==> src/common/bus_fab_pkg.sv <==
/* Channel payload types and exception codes of the shared-bus fabric.
   Imported by the fabric RTL and by the testbench. */

package bus_fab_pkg;

    // ************************************************************
    // bus widths
    // ************************************************************
    localparam int ADDR_W = 32;
    localparam int DATA_W = 32;
    localparam int MASK_W = DATA_W / 8;

    // response exception code
    typedef enum logic [1:0] {
        EXCP_NONE      = 2'd0,
        EXCP_ACC_FAULT = 2'd1,
        EXCP_SLV_ERR   = 2'd2
    } bus_excp_e;

    // request payload, 69 bits
    typedef struct packed {
        logic              read;
        logic [ADDR_W-1:0] addr;
        logic [MASK_W-1:0] mask;
        logic [DATA_W-1:0] data;
    } bus_req_t;

    // response payload, 34 bits
    typedef struct packed {
        bus_excp_e         excp;
        logic [DATA_W-1:0] data;
    } bus_rsp_t;

endpackage

==> src/common/bus_map_pkg.sv <==
/* Address map of the fabric: region select field and slave base values. */

package bus_map_pkg;

    // region select sits in the top address nibble
    localparam int REGION_LSB = 28;
    localparam int REGION_W   = 4;

    // largest slave count the map can describe
    localparam int MAX_SLV = 16;

    // base value per slave, slave s decodes region s
    localparam logic [MAX_SLV-1:0][REGION_W-1:0] SLV_BASE = {
        4'hf, 4'he, 4'hd, 4'hc, 4'hb, 4'ha, 4'h9, 4'h8,
        4'h7, 4'h6, 4'h5, 4'h4, 4'h3, 4'h2, 4'h1, 4'h0
    };

endpackage

==> src/hw/bus_fab/rr_arbiter.sv <==
/* Round-robin arbiter, combinational from request to one-hot grant.
   The priority pointer moves past the granted master on the next edge. */

`timescale 1ns/1ns

module rr_arbiter #(
    parameter int MST_NUM = 3
) (
    input  logic               clk,
    input  logic               rst_n,
    input  logic [MST_NUM-1:0] req,
    output logic [MST_NUM-1:0] grant
);

    // pointer as a thermometer mask, bits at or above it are set
    logic [MST_NUM-1:0] pri_mask;
    logic [MST_NUM-1:0] req_masked;
    logic [MST_NUM-1:0] grant_masked;
    logic [MST_NUM-1:0] grant_plain;

    assign req_masked = req & pri_mask;

    // lowest set bit, first requester at or after the pointer
    assign grant_masked = req_masked & (~req_masked + MST_NUM'(1));
    // wrap around when nobody sits above the pointer
    assign grant_plain  = req & (~req + MST_NUM'(1));

    assign grant = (|req_masked) ? grant_masked : grant_plain;

    always_ff @(posedge clk or negedge rst_n) begin
        if (!rst_n) begin
            pri_mask <= '1;
        end else if (|grant) begin
            // keep only bits above the winner
            pri_mask <= ~((grant << 1) - MST_NUM'(1));
        end
    end

endmodule

==> src/hw/bus_fab/addr_decode.sv <==
/* Address decoder: per master, the slave match vector and the flag for
   a valid request that hits no slave region. */

`timescale 1ns/1ns

module addr_decode
    import bus_fab_pkg::*;
    import bus_map_pkg::*;
#(
    parameter int MST_NUM = 3,
    parameter int SLV_NUM = 4
) (
    input  logic     [MST_NUM-1:0]              mst_req_vld,
    input  bus_req_t [MST_NUM-1:0]              mst_req,
    output logic     [MST_NUM-1:0][SLV_NUM-1:0] addr_match,
    output logic     [MST_NUM-1:0]              acc_fault
);

    always_comb begin
        for (int m = 0; m < MST_NUM; m++) begin
            for (int s = 0; s < SLV_NUM; s++) begin
                addr_match[m][s] = mst_req[m].addr[REGION_LSB +: REGION_W] == SLV_BASE[s];
            end
            // unmapped region
            acc_fault[m] = mst_req_vld[m] & ~(|addr_match[m]);
        end
    end

endmodule

==> src/hw/bus_fab/bus_fab_ctrl.sv <==
/* Grant and lock control of the fabric. Forms arbiter requests from the
   lock rule, runs one round-robin arbiter per slave and holds the grants. */

`timescale 1ns/1ns

module bus_fab_ctrl #(
    parameter int MST_NUM = 3,
    parameter int SLV_NUM = 4
) (
    input  logic                            clk,
    input  logic                            rst_n,
    input  logic [MST_NUM-1:0]              mst_req_vld,
    input  logic [MST_NUM-1:0][SLV_NUM-1:0] addr_match,
    input  logic [SLV_NUM-1:0]              slv_rsp_fire,
    output logic [MST_NUM-1:0][SLV_NUM-1:0] req_lock,
    output logic [MST_NUM-1:0][SLV_NUM-1:0] rsp_lock
);

    // arbiter side, indexed [slv][mst]
    logic [SLV_NUM-1:0][MST_NUM-1:0] arb_req;
    logic [SLV_NUM-1:0][MST_NUM-1:0] arb_grant;
    // master side, indexed [mst][slv]
    logic [MST_NUM-1:0][SLV_NUM-1:0] mst_grant;
    logic [MST_NUM-1:0][SLV_NUM-1:0] grant_r;

    logic [SLV_NUM-1:0] slv_free;
    logic [MST_NUM-1:0] mst_free;

    // ************************************************************
    // lock rule
    // ************************************************************
    // slave is free with no held grant, or when the held one completes
    always_comb begin
        for (int s = 0; s < SLV_NUM; s++) begin
            slv_free[s] = 1'b1;
            for (int m = 0; m < MST_NUM; m++) begin
                if (grant_r[m][s] && !slv_rsp_fire[s]) begin
                    slv_free[s] = 1'b0;
                end
            end
        end
    end

    // one outstanding request per master
    always_comb begin
        for (int m = 0; m < MST_NUM; m++) begin
            mst_free[m] = ~(|grant_r[m]) | (|(grant_r[m] & slv_rsp_fire));
        end
    end

    always_comb begin
        for (int s = 0; s < SLV_NUM; s++) begin
            for (int m = 0; m < MST_NUM; m++) begin
                arb_req[s][m] = mst_req_vld[m] & addr_match[m][s] & slv_free[s] & mst_free[m];
            end
        end
    end

    for (genvar s = 0; s < SLV_NUM; s++) begin : g_arb
        rr_arbiter #(.MST_NUM(MST_NUM)) u_arb (
            .clk   (clk),
            .rst_n (rst_n),
            .req   (arb_req[s]),
            .grant (arb_grant[s])
        );
    end

    always_comb begin
        for (int m = 0; m < MST_NUM; m++) begin
            for (int s = 0; s < SLV_NUM; s++) begin
                mst_grant[m][s] = arb_grant[s][m];
            end
        end
    end

    // ************************************************************
    // grant registers, held until the paired response fires
    // ************************************************************
    always_ff @(posedge clk or negedge rst_n) begin
        if (!rst_n) begin
            grant_r <= '0;
        end else begin
            for (int m = 0; m < MST_NUM; m++) begin
                if (|mst_grant[m]) begin
                    grant_r[m] <= mst_grant[m];
                end else if (|(grant_r[m] & slv_rsp_fire)) begin
                    grant_r[m] <= '0;
                end
            end
        end
    end

    // new grant this cycle, or a held one not completing now
    always_comb begin
        for (int m = 0; m < MST_NUM; m++) begin
            req_lock[m] = mst_grant[m] | (grant_r[m] & ~slv_rsp_fire);
        end
    end

    assign rsp_lock = grant_r;

endmodule

==> src/hw/bus_fab/req_router.sv <==
/* Request path: steers each locked master's valid and payload to its
   slave and returns that slave's ready. Faulting masters get ready at once. */

`timescale 1ns/1ns

module req_router
    import bus_fab_pkg::*;
#(
    parameter int MST_NUM = 3,
    parameter int SLV_NUM = 4
) (
    input  logic     [MST_NUM-1:0][SLV_NUM-1:0] req_lock,
    input  logic     [MST_NUM-1:0]              mst_req_vld,
    input  bus_req_t [MST_NUM-1:0]              mst_req,
    input  logic     [SLV_NUM-1:0]              slv_req_rdy,
    input  logic     [MST_NUM-1:0]              acc_fault,
    output logic     [SLV_NUM-1:0]              slv_req_vld,
    output bus_req_t [SLV_NUM-1:0]              slv_req,
    output logic     [MST_NUM-1:0]              mst_req_rdy
);

    // at most one master is locked to a slave
    always_comb begin
        slv_req_vld = '0;
        slv_req     = '0;
        for (int s = 0; s < SLV_NUM; s++) begin
            for (int m = 0; m < MST_NUM; m++) begin
                if (req_lock[m][s]) begin
                    slv_req_vld[s] = mst_req_vld[m];
                    slv_req[s]     = mst_req[m];
                end
            end
        end
    end

    // back pressure from the locked slave
    always_comb begin
        for (int m = 0; m < MST_NUM; m++) begin
            mst_req_rdy[m] = acc_fault[m] | (|(req_lock[m] & slv_req_rdy));
        end
    end

endmodule

==> src/hw/bus_fab/rsp_router.sv <==
/* Response path: steers each slave's response to the master holding it
   and returns master ready. Also produces the registered fault response. */

`timescale 1ns/1ns

module rsp_router
    import bus_fab_pkg::*;
#(
    parameter int MST_NUM = 3,
    parameter int SLV_NUM = 4
) (
    input  logic                                clk,
    input  logic                                rst_n,
    input  logic     [MST_NUM-1:0][SLV_NUM-1:0] rsp_lock,
    input  logic     [MST_NUM-1:0]              acc_fault,
    input  logic     [SLV_NUM-1:0]              slv_rsp_vld,
    input  bus_rsp_t [SLV_NUM-1:0]              slv_rsp,
    input  logic     [MST_NUM-1:0]              mst_rsp_rdy,
    output logic     [MST_NUM-1:0]              mst_rsp_vld,
    output bus_rsp_t [MST_NUM-1:0]              mst_rsp,
    output logic     [SLV_NUM-1:0]              slv_rsp_rdy,
    output logic     [SLV_NUM-1:0]              slv_rsp_fire
);

    logic [MST_NUM-1:0] fault_r;
    logic [MST_NUM-1:0] mst_rsp_fire;

    assign mst_rsp_fire = mst_rsp_vld & mst_rsp_rdy;

    // ************************************************************
    // fault response, pending until the master takes it
    // ************************************************************
    always_ff @(posedge clk or negedge rst_n) begin
        if (!rst_n) begin
            fault_r <= '0;
        end else begin
            for (int m = 0; m < MST_NUM; m++) begin
                if (acc_fault[m]) begin
                    fault_r[m] <= 1'b1;
                end else if (mst_rsp_fire[m]) begin
                    fault_r[m] <= 1'b0;
                end
            end
        end
    end

    // slave to master
    always_comb begin
        mst_rsp_vld = '0;
        mst_rsp     = '0;
        for (int m = 0; m < MST_NUM; m++) begin
            for (int s = 0; s < SLV_NUM; s++) begin
                if (rsp_lock[m][s]) begin
                    mst_rsp_vld[m] = slv_rsp_vld[s];
                    mst_rsp[m]     = slv_rsp[s];
                end
            end
            if (fault_r[m]) begin
                mst_rsp_vld[m]  = 1'b1;
                mst_rsp[m].excp = EXCP_ACC_FAULT;
                mst_rsp[m].data = '0;
            end
        end
    end

    // master ready back to the held slave
    always_comb begin
        for (int s = 0; s < SLV_NUM; s++) begin
            slv_rsp_rdy[s] = 1'b0;
            for (int m = 0; m < MST_NUM; m++) begin
                slv_rsp_rdy[s] = slv_rsp_rdy[s] | (rsp_lock[m][s] & mst_rsp_rdy[m]);
            end
        end
    end

    assign slv_rsp_fire = slv_rsp_vld & slv_rsp_rdy;

endmodule

==> src/hw/bus_fab/bus_fab_top.sv <==
/* Shared-bus fabric joining MST_NUM masters to SLV_NUM slaves.
   Wires the address decoder, the grant/lock control and both routers. */

`timescale 1ns/1ns

module bus_fab_top
    import bus_fab_pkg::*;
#(
    parameter int MST_NUM = 3,
    parameter int SLV_NUM = 4
) (
    input  logic                       clk,
    input  logic                       rst_n,

    // master ports
    input  logic     [MST_NUM-1:0]     mst_req_vld,
    output logic     [MST_NUM-1:0]     mst_req_rdy,
    input  bus_req_t [MST_NUM-1:0]     mst_req,
    output logic     [MST_NUM-1:0]     mst_rsp_vld,
    input  logic     [MST_NUM-1:0]     mst_rsp_rdy,
    output bus_rsp_t [MST_NUM-1:0]     mst_rsp,

    // slave ports
    output logic     [SLV_NUM-1:0]     slv_req_vld,
    input  logic     [SLV_NUM-1:0]     slv_req_rdy,
    output bus_req_t [SLV_NUM-1:0]     slv_req,
    input  logic     [SLV_NUM-1:0]     slv_rsp_vld,
    output logic     [SLV_NUM-1:0]     slv_rsp_rdy,
    input  bus_rsp_t [SLV_NUM-1:0]     slv_rsp
);

    logic [MST_NUM-1:0][SLV_NUM-1:0] addr_match;
    logic [MST_NUM-1:0]              acc_fault;
    logic [MST_NUM-1:0][SLV_NUM-1:0] req_lock;
    logic [MST_NUM-1:0][SLV_NUM-1:0] rsp_lock;
    logic [SLV_NUM-1:0]              slv_rsp_fire;

    addr_decode #(.MST_NUM(MST_NUM), .SLV_NUM(SLV_NUM)) u_addr_decode (
        .mst_req_vld (mst_req_vld),
        .mst_req     (mst_req),
        .addr_match  (addr_match),
        .acc_fault   (acc_fault)
    );

    bus_fab_ctrl #(.MST_NUM(MST_NUM), .SLV_NUM(SLV_NUM)) u_ctrl (
        .clk          (clk),
        .rst_n        (rst_n),
        .mst_req_vld  (mst_req_vld),
        .addr_match   (addr_match),
        .slv_rsp_fire (slv_rsp_fire),
        .req_lock     (req_lock),
        .rsp_lock     (rsp_lock)
    );

    req_router #(.MST_NUM(MST_NUM), .SLV_NUM(SLV_NUM)) u_req_router (
        .req_lock    (req_lock),
        .mst_req_vld (mst_req_vld),
        .mst_req     (mst_req),
        .slv_req_rdy (slv_req_rdy),
        .acc_fault   (acc_fault),
        .slv_req_vld (slv_req_vld),
        .slv_req     (slv_req),
        .mst_req_rdy (mst_req_rdy)
    );

    rsp_router #(.MST_NUM(MST_NUM), .SLV_NUM(SLV_NUM)) u_rsp_router (
        .clk          (clk),
        .rst_n        (rst_n),
        .rsp_lock     (rsp_lock),
        .acc_fault    (acc_fault),
        .slv_rsp_vld  (slv_rsp_vld),
        .slv_rsp      (slv_rsp),
        .mst_rsp_rdy  (mst_rsp_rdy),
        .mst_rsp_vld  (mst_rsp_vld),
        .mst_rsp      (mst_rsp),
        .slv_rsp_rdy  (slv_rsp_rdy),
        .slv_rsp_fire (slv_rsp_fire)
    );

endmodule

==> config.mk <==
export PLATFORM = sky130hd
export DESIGN_NAME = bus_fab_top
export DESIGN_NICKNAME = d
export VERILOG_FILES = /design/src/common/bus_fab_pkg.sv /design/src/common/bus_map_pkg.sv /design/src/hw/bus_fab/rr_arbiter.sv /design/src/hw/bus_fab/addr_decode.sv /design/src/hw/bus_fab/bus_fab_ctrl.sv /design/src/hw/bus_fab/req_router.sv /design/src/hw/bus_fab/rsp_router.sv /design/src/hw/bus_fab/bus_fab_top.sv
export SDC_FILE = /design/constraint.sdc
export NUM_CORES = 1
export LEC_CHECK = 0
export BUFFER_PORTS_ARGS = -buffer_cell sky130_fd_sc_hd__clkbuf_2
export CORE_AREA = 2 2 289 291
export DETAILED_ROUTE_END_ITERATION = 10
export DIE_AREA = 0 0 291 293
export GPL_TIMING_DRIVEN = 0
export PLACE_DENSITY_LB_ADDON = 0.12
export SETUP_SLACK_MARGIN = 0.15
export SYNTH_ARGS = -nofsm -noshare
export SYNTH_HDL_FRONTEND = slang
export SYNTH_SLANG_ARGS = --single-unit
==> constraint.sdc <==
create_clock -name clk -period 4.2 [get_ports clk]
set_input_delay 0.84 -clock clk [delete_from_list [all_inputs] [get_ports clk]]
set_output_delay 0.84 -clock clk [all_outputs]
set_load 0.005 [all_outputs]
==> flow_metrics.py, run 1 <==
metrics = {
    "layout": {
        "drive_gt1_share_pct": 51.28,
        "stdcell_count": 3814,
        "final_util_pct": 25.24,
        "area_growth_pct": 83.71,
        "nets": 3100,
    },
    "timing": {
        "rsz0062_at_grt": "yes",
        "worst_pin_slew_ns": 0.9364,
        "max_freq_mhz": 212.2,
        "slew_headroom_pct": 37.57,
        "fin_worst_skew_ns": 0.005457,
        "setup_slack_ns": -0.5116,
        "hold_viol": 0,
        "setup_viol": 283,
        "period_share_pct": 112.2,
        "drv_slew": 0,
        "fin_crit_ns": 4.712,
    },
    "status": {
        "status": "finished, violations left",
        "violations": "setup timing",
    },
    "synth": {
        "synth_edf_count": 0,
        "async_flop_share_pct": 100.0,
        "synth.top_cells.by_area": "a21oi_1 19%, a22oi_1 14%, nor2_1 11%",
        "synth_seq_area_share_pct": 6.143,
        "avgSynthCellArea_um2": 5.993,
        "ys_warn_count": 0,
        "netlist_area_um2": 11240,
        "synth-seq-cells": 27,
        "synth_top_area_share_pct": 19.36,
        "postSynthCellCount": 1876,
        "ys.flop_type": "dfrtp_1",
        "ys_types": 71,
        "synth_nets": 2239,
        "yosysMostFrequentCell": "a21oi_1",
        "yosys.area.top_type": "a21oi_1",
        "yosys-top-cells-count": "435 x a21oi_1, 334 x nor2_1, 212 x a22oi_1",
    },
    "clock_network": {
        "cts-hold-fix-buffers": 0,
        "clock_sinks": 27,
        "cts_root_buf": "clkbuf_16",
        "cts_buffers": 3,
        "cts_buffer_depth": 2,
        "cts_max_level": 1,
        "path_clk_slew_ns": 0.08,
        "insertion_delay_ns": 0.28,
        "cts_tree": "built",
    },
    "critical_path": {
        "crit_type": "input port to output pin",
        "crit_family": "compound AO/OA/AOI/OAI gates",
        "cp_cell_sequence": "clkbuf_16 -> buf_6 -> a222oi_1 -> buf_4 -> o22ai_4 -> o31ai_4 -> buf_6 -> buf_6 -> o31ai_2 -> a2111o_2 -> and3b_2 -> buf_12 -> buf_12 -> a22oi_2 -> a21oi_2 -> buf_2",
        "max_stage_delay_ns": 0.50,
        "critPathRequiredTime_ns": 3.36,
        "setup.worst_path.end_class": "output pin",
        "crit_slowest_cell": "a2111o_2",
        "crit_buf_inv": 8,
        "cp_max_fo": 7,
        "cp_common_cell": "buf_6",
        "critPathLaunchType": "input port",
        "arrival_ns": 3.87,
    },
    "global_routing": {
        "grt_util_all_layers_pct": 25.58,
        "grt_pass1_wl_mm": 160.2,
        "antenna_found_initial": 15,
        "grt_max_degree": 28,
        "grt_remaining_overflow": 0,
        "grt_pass1_vias": 20080,
    },
    "floorplanning": {
        "die_w_um": 291,
        "start_util_pct": 13.74,
        "core_um2": 81850,
        "die_area_um2": 85260,
        "die_h_um": 293,
        "boundaryPins": 751,
        "std_cell_rows": 105,
    },
    "drt": {
        "drt-total-wl_mm": 118.0,
        "routedWlPerCell_um": 30.94,
        "drcViolationCount": 0,
        "detail-route-antenna-nets": 0,
        "vias": 20440,
        "via_per_inst": 5.358,
        "drt_iter0_drc": 2014,
        "dr.pass1.iters": 5,
    },
    "job": {
        "cap_viol_max_count": 0,
    },
    "placement": {
        "gp_congestion": 0.9458,
        "place_inst": 3693,
        "post-dp-hpwl_mm": 89.22,
        "portBuffers": 745,
    },
    "power": {
        "p_per_area_nw_per_um2": 859.9,
        "leakage_uw": 0.008746,
        "ir_worst_vdd_mv": 0.3051,
    },
    "min_path": {
        "holdCritPathClass": "flip-flop to flip-flop",
    },
}
-- worst min-delay path, stage by stage (launching register included) --
cell and delay (ns):
dfstp_2 0.40, inv_1 0.05, mux2i_1 0.05
-- report_power, final --
| part | leakage, µW | total [µW] | internal [µW] | switching [µW] |
|---|---|---|---|---|
| Combinational | 0.00839 | 17000 | 7020 | 10000 |
| Sequential | 0.000319 | 486 | 366 | 120 |
| Clock | 0.0000409 | 242 | 130 | 112 |
-- layout make-up --
type	count	area, µm²
Sequential cell	27	690.7
Buffer	219	1953
Tap cell	1070	1339
Multi-Input combinational cell	1573	11020
Clock buffer	3	75.07
Antenna cell	8	20.02
Timing Repair Buffer	856	5338
Inverter	57	219.0
Fill cell	9292	61190
Clock inverter	1	5.005
-- layout by cell type, fill, tap and decap left out, types with 65 or more instances in the layout --
cell / n
buf_2: 78
nand2_1: 146
a211o_1: 65
nor2_1: 326
clkbuf_2: 671
buf_4: 73
clkbuf_1: 71
a21oi_1: 297
a22oi_2: 173
a211oi_1: 68
a22oi_1: 109
a21oi_2: 148
-- metal layers --
layer	GRT usage (%)	part of all wire, %	vias up
met4	4.903	2.7	12
met3	5.204	8.2	183
li1	-	-	8804
met5	0	0.065	-
met2	45.34	49	1266
met1	32.00	40	10170
-- state kept, by name (all words and copies together), names as in the netlist --
| signal | count |
|---|---|
| u_ctrl.rsp_lock | 12 |
| u_ctrl.g_arb.u_arb.pri_mask | 12 |
| u_rsp_router.fault_r | 3 |
-- what timing repair did --
| item | in CTS | in global routing |
|---|---|---|
| buffers inserted | 63 | 23 |
| pin swaps | 129 | 86 |
| resized for setup | 516 | 315 |
| setup endpoints to repair | 283 | 287 |
| cloned | 13 | 10 |
-- final timing paths --
kind,end,startpoint,slack (ns),cells after the start
setup / recovery,slv_req[252],mst_rsp_rdy[0],-0.51,16
hold / removal,u_ctrl.g_arb[3].u_arb.pri_mask[1],u_ctrl.g_arb[3].u_arb.pri_mask[1],0.50,2
setup reg to reg,u_ctrl.g_arb[3].u_arb.pri_mask[1],u_ctrl.rsp_lock[10],0.92,14
hold reg to reg,u_ctrl.g_arb[3].u_arb.pri_mask[1],u_ctrl.g_arb[3].u_arb.pri_mask[1],0.50,2
max in group asynchronous,u_ctrl.rsp_lock[0],rst_n,3.07,1
min in group asynchronous,u_ctrl.rsp_lock[7],rst_n,0.63,1
-- cell families after synthesis --
logic type | count (synthesis) | share of synthesized area [%]
compound gates | 982 | 60.92
simple gates | 579 | 21.59
buf+inv | 276 | 10.15
flops | 27 | 6.143
mux | 8 | 0.7567
fa+ha+maj | 4 | 0.4452
-- per-stage QoR --
step	cell area (µm²)	TNS [ns]	hold WS [ns]	worst slack, ns	total power, µW
finish	20650	-114.97	0.4981	-0.5116	17760
global route	20640	-142.30	0.5062	-0.6059	18590
CTS	19370	-126.94	0.4905	-0.5615	16480
detailed placement	16340	-520.18	0.4820	-2.260	13600
global placement	16310	-582.17	0.4719	-2.744	13610
floorplan	11250	0	0.4522	0.1100	6775
Power figures use the tool's default switching activity.
==> inputs of run 2 (changes only) <==
==> constraint.sdc (replaced) <==
create_clock -name clk -period 4.2 [get_ports clk]
set_input_delay 0.84 -clock clk [delete_from_list [all_inputs] [get_ports clk]]
set_output_delay 0.84 -clock clk [all_outputs]
set_load 0.1 [all_outputs]
==> run 2 against run 1 <==
Net effect:
- the run still ends with setup timing left
- routed wire length rose by 0.94%
- first-iteration DRC count fell by 9.3%
- register-to-register slack got worse by 0.07 ns
- largest cell class unchanged
- setup slack improved by 0.024 ns
- non-clock buffer count fell by 2
- global-route usage rose by 0.19 points
- utilization rose by 8.9 points
- count of clock-buffer cells in the layout did not move
- via count fell by 0.31%
==> flow_metrics.py, run 2 (synthesis results as in run 1) <==
metrics = {
    "status": {
        "status": "finished, violations left",
        "violations": "setup timing",
    },
    "layout": {
        "drive_gt1_share_pct": 60.99,
        "fin_area_um2": 27930,
        "nets": 3099,
        "final_common_cell": "clkbuf_2",
        "layout_common_cells": "472 x clkbuf_2, 267 x nor2_1, 252 x a21oi_4, 233 x a22oi_2, 190 x a21oi_1",
        "area_growth_pct": 148.4,
    },
    "critical_path": {
        "critPathLaunchType": "input port",
        "cp_cell_sequence": "clkbuf_16 -> a222oi_1 -> buf_4 -> o22ai_4 -> or3_4 -> a311oi_2 -> a21boi_4 -> inv_2 -> a21oi_4 -> buf_12 -> buf_12 -> a22oi_2 -> a21oi_4 -> clkbuf_16",
        "cp_max_fo": 6,
        "crit_buf_inv": 6,
        "crit_slowest_cell": "or3_4",
        "setup.worst_path.end_class": "output pin",
        "arrival_ns": 3.85,
        "crit_family": "compound AO/OA/AOI/OAI gates",
        "crit_type": "input port to output pin",
        "max_stage_delay_ns": 0.46,
        "critPathRequiredTime_ns": 3.36,
    },
    "timing": {
        "rsz0062_at_grt": "yes",
        "setup_slack_ns": -0.4872,
        "drv_slew": 0,
        "fin_worst_skew_ns": 0.007063,
        "worst_pin_slew_ns": 1.045,
        "hold_viol": 0,
        "slew_headroom_pct": 30.33,
        "max_freq_mhz": 213.3,
        "period_share_pct": 111.6,
        "fin_crit_ns": 4.687,
        "tns_ns": -99.11,
        "setup_viol": 291,
    },
    "clock_network": {
        "clock_sinks": 27,
        "cts_tree": "built",
        "insertion_delay_ns": 0.28,
        "cts_buffers": 3,
        "cts_max_level": 1,
        "cts_root_buf": "clkbuf_16",
        "cts_buffer_depth": 2,
        "path_clk_slew_ns": 0.08,
    },
    "global_routing": {
        "grt_pass1_vias": 20670,
        "grtUsageMet3_pct": 5.522,
        "grt_util_all_layers_pct": 25.78,
        "grt_max_degree": 28,
        "use_met1_pct": 31.44,
        "grt.met2_usage_pct": 45.16,
        "grt_remaining_overflow": 0,
        "antenna_found_initial": 26,
        "grt_pass1_wl_mm": 161.9,
        "gr-max-usage-layer": "met2",
    },
    "drt": {
        "via_per_inst": 5.329,
        "dr.pass1.iters": 8,
        "drt-total-wl_mm": 119.1,
        "drcViolationCount": 0,
        "detail-route-antenna-nets": 0,
        "drt_iter0_drc": 1827,
        "vias": 20370,
        "routedWlPerCell_um": 31.15,
    },
    "floorplanning": {
        "die_h_um": 293,
        "die_area_um2": 85260,
        "std_cell_rows": 105,
        "boundaryPins": 751,
        "die_w_um": 291,
        "start_util_pct": 13.74,
        "core_um2": 81850,
    },
    "placement": {
        "post-dp-hpwl_mm": 89.46,
        "place_area_um2": 19290,
        "gp_congestion": 0.9419,
        "portBuffers": 745,
        "pre_cts_ws_ns": -2.428,
    },
    "min_path": {
        "holdCritPathClass": "flip-flop to flip-flop",
    },
    "job": {
        "cap_viol_max_count": 0,
    },
}
[run 2: changes by cell type in the layout (fill, tap and decap cells not counted), moves of 78 or more]
| cell | change |
|---|---|
| a21oi_4 | +236 |
| clkbuf_2 | -199 |
| a21oi_2 | -129 |
| clkbuf_16 | +114 |
| a21oi_1 | -107 |
| buf_12 | +92 |
| clkbuf_8 | +78 |
[run 2: per-stage QoR]
step | instances | hold slack [ns] | util, %
after global routing | 3818 | 0.5356 | 34.11
after CTS | 3772 | 0.4978 | 31.75
after floorplan | 1876 | 0.4522 | -
final | 3823 | 0.5082 | 34.12
after global placement | 3691 | 0.4812 | 23.55
after detailed placement | 3693 | 0.4881 | 23.57
[run 2: tightest hold or removal path: cells and delay by family (launching register included)]
kind,cells,cell delay [ns]
buf+inv,1,0.05
flops,1,0.40
mux,1,0.06
[run 2: path summary, 6_finish.rpt]
kind	startpoint	endpoint	slack (ns)	cells after the start
worst min-delay path	u_ctrl.g_arb[3].u_arb.pri_mask[1]	u_ctrl.g_arb[3].u_arb.pri_mask[1]	0.51	2
min in group asynchronous	rst_n	u_rsp_router.fault_r[2]	0.64	1
max in group asynchronous	rst_n	u_rsp_router.fault_r[0]	3.05	1
worst max-delay path	mst_rsp_rdy[0]	slv_req[39]	-0.49	14
worst min register to register	u_ctrl.g_arb[3].u_arb.pri_mask[1]	u_ctrl.g_arb[3].u_arb.pri_mask[1]	0.51	2
worst max register to register	u_ctrl.rsp_lock[4]	u_ctrl.g_arb[3].u_arb.pri_mask[1]	0.85	14
[run 2: metal layers]
layer,vias up,wire [µm]
li1,8822,-
met1,10240,46840
met2,1110,58700
met3,191,9473
met4,14,4007
met5,-,85
[run 2: area by class of cell]
| cell class | instances | area, µm² |
|---|---|---|
| Clock buffer | 3 | 75.07 |
| Tap cell | 1070 | 1339 |
| Timing Repair Buffer | 856 | 9319 |
| Sequential cell | 27 | 690.7 |
| Multi-Input combinational cell | 1574 | 13870 |
| Antenna cell | 18 | 45.04 |
| Fill cell | 8471 | 53920 |
| Clock inverter | 1 | 6.256 |
| Inverter | 57 | 216.5 |
| Buffer | 217 | 2362 |
[run 2: what timing repair did]
item                        CTS  global route
buffers inserted             61            18
setup endpoints to repair   332           370
hold endpoints to repair      0             0
resized for setup          1153           428
gates cloned                 14            18
pin swaps                    75           107
hold buffers                  0             0
Power of run 2 is left out: the tool's default activity adds up to more than one toggle a clock period on the data nets, which glitch-free logic cannot reach.
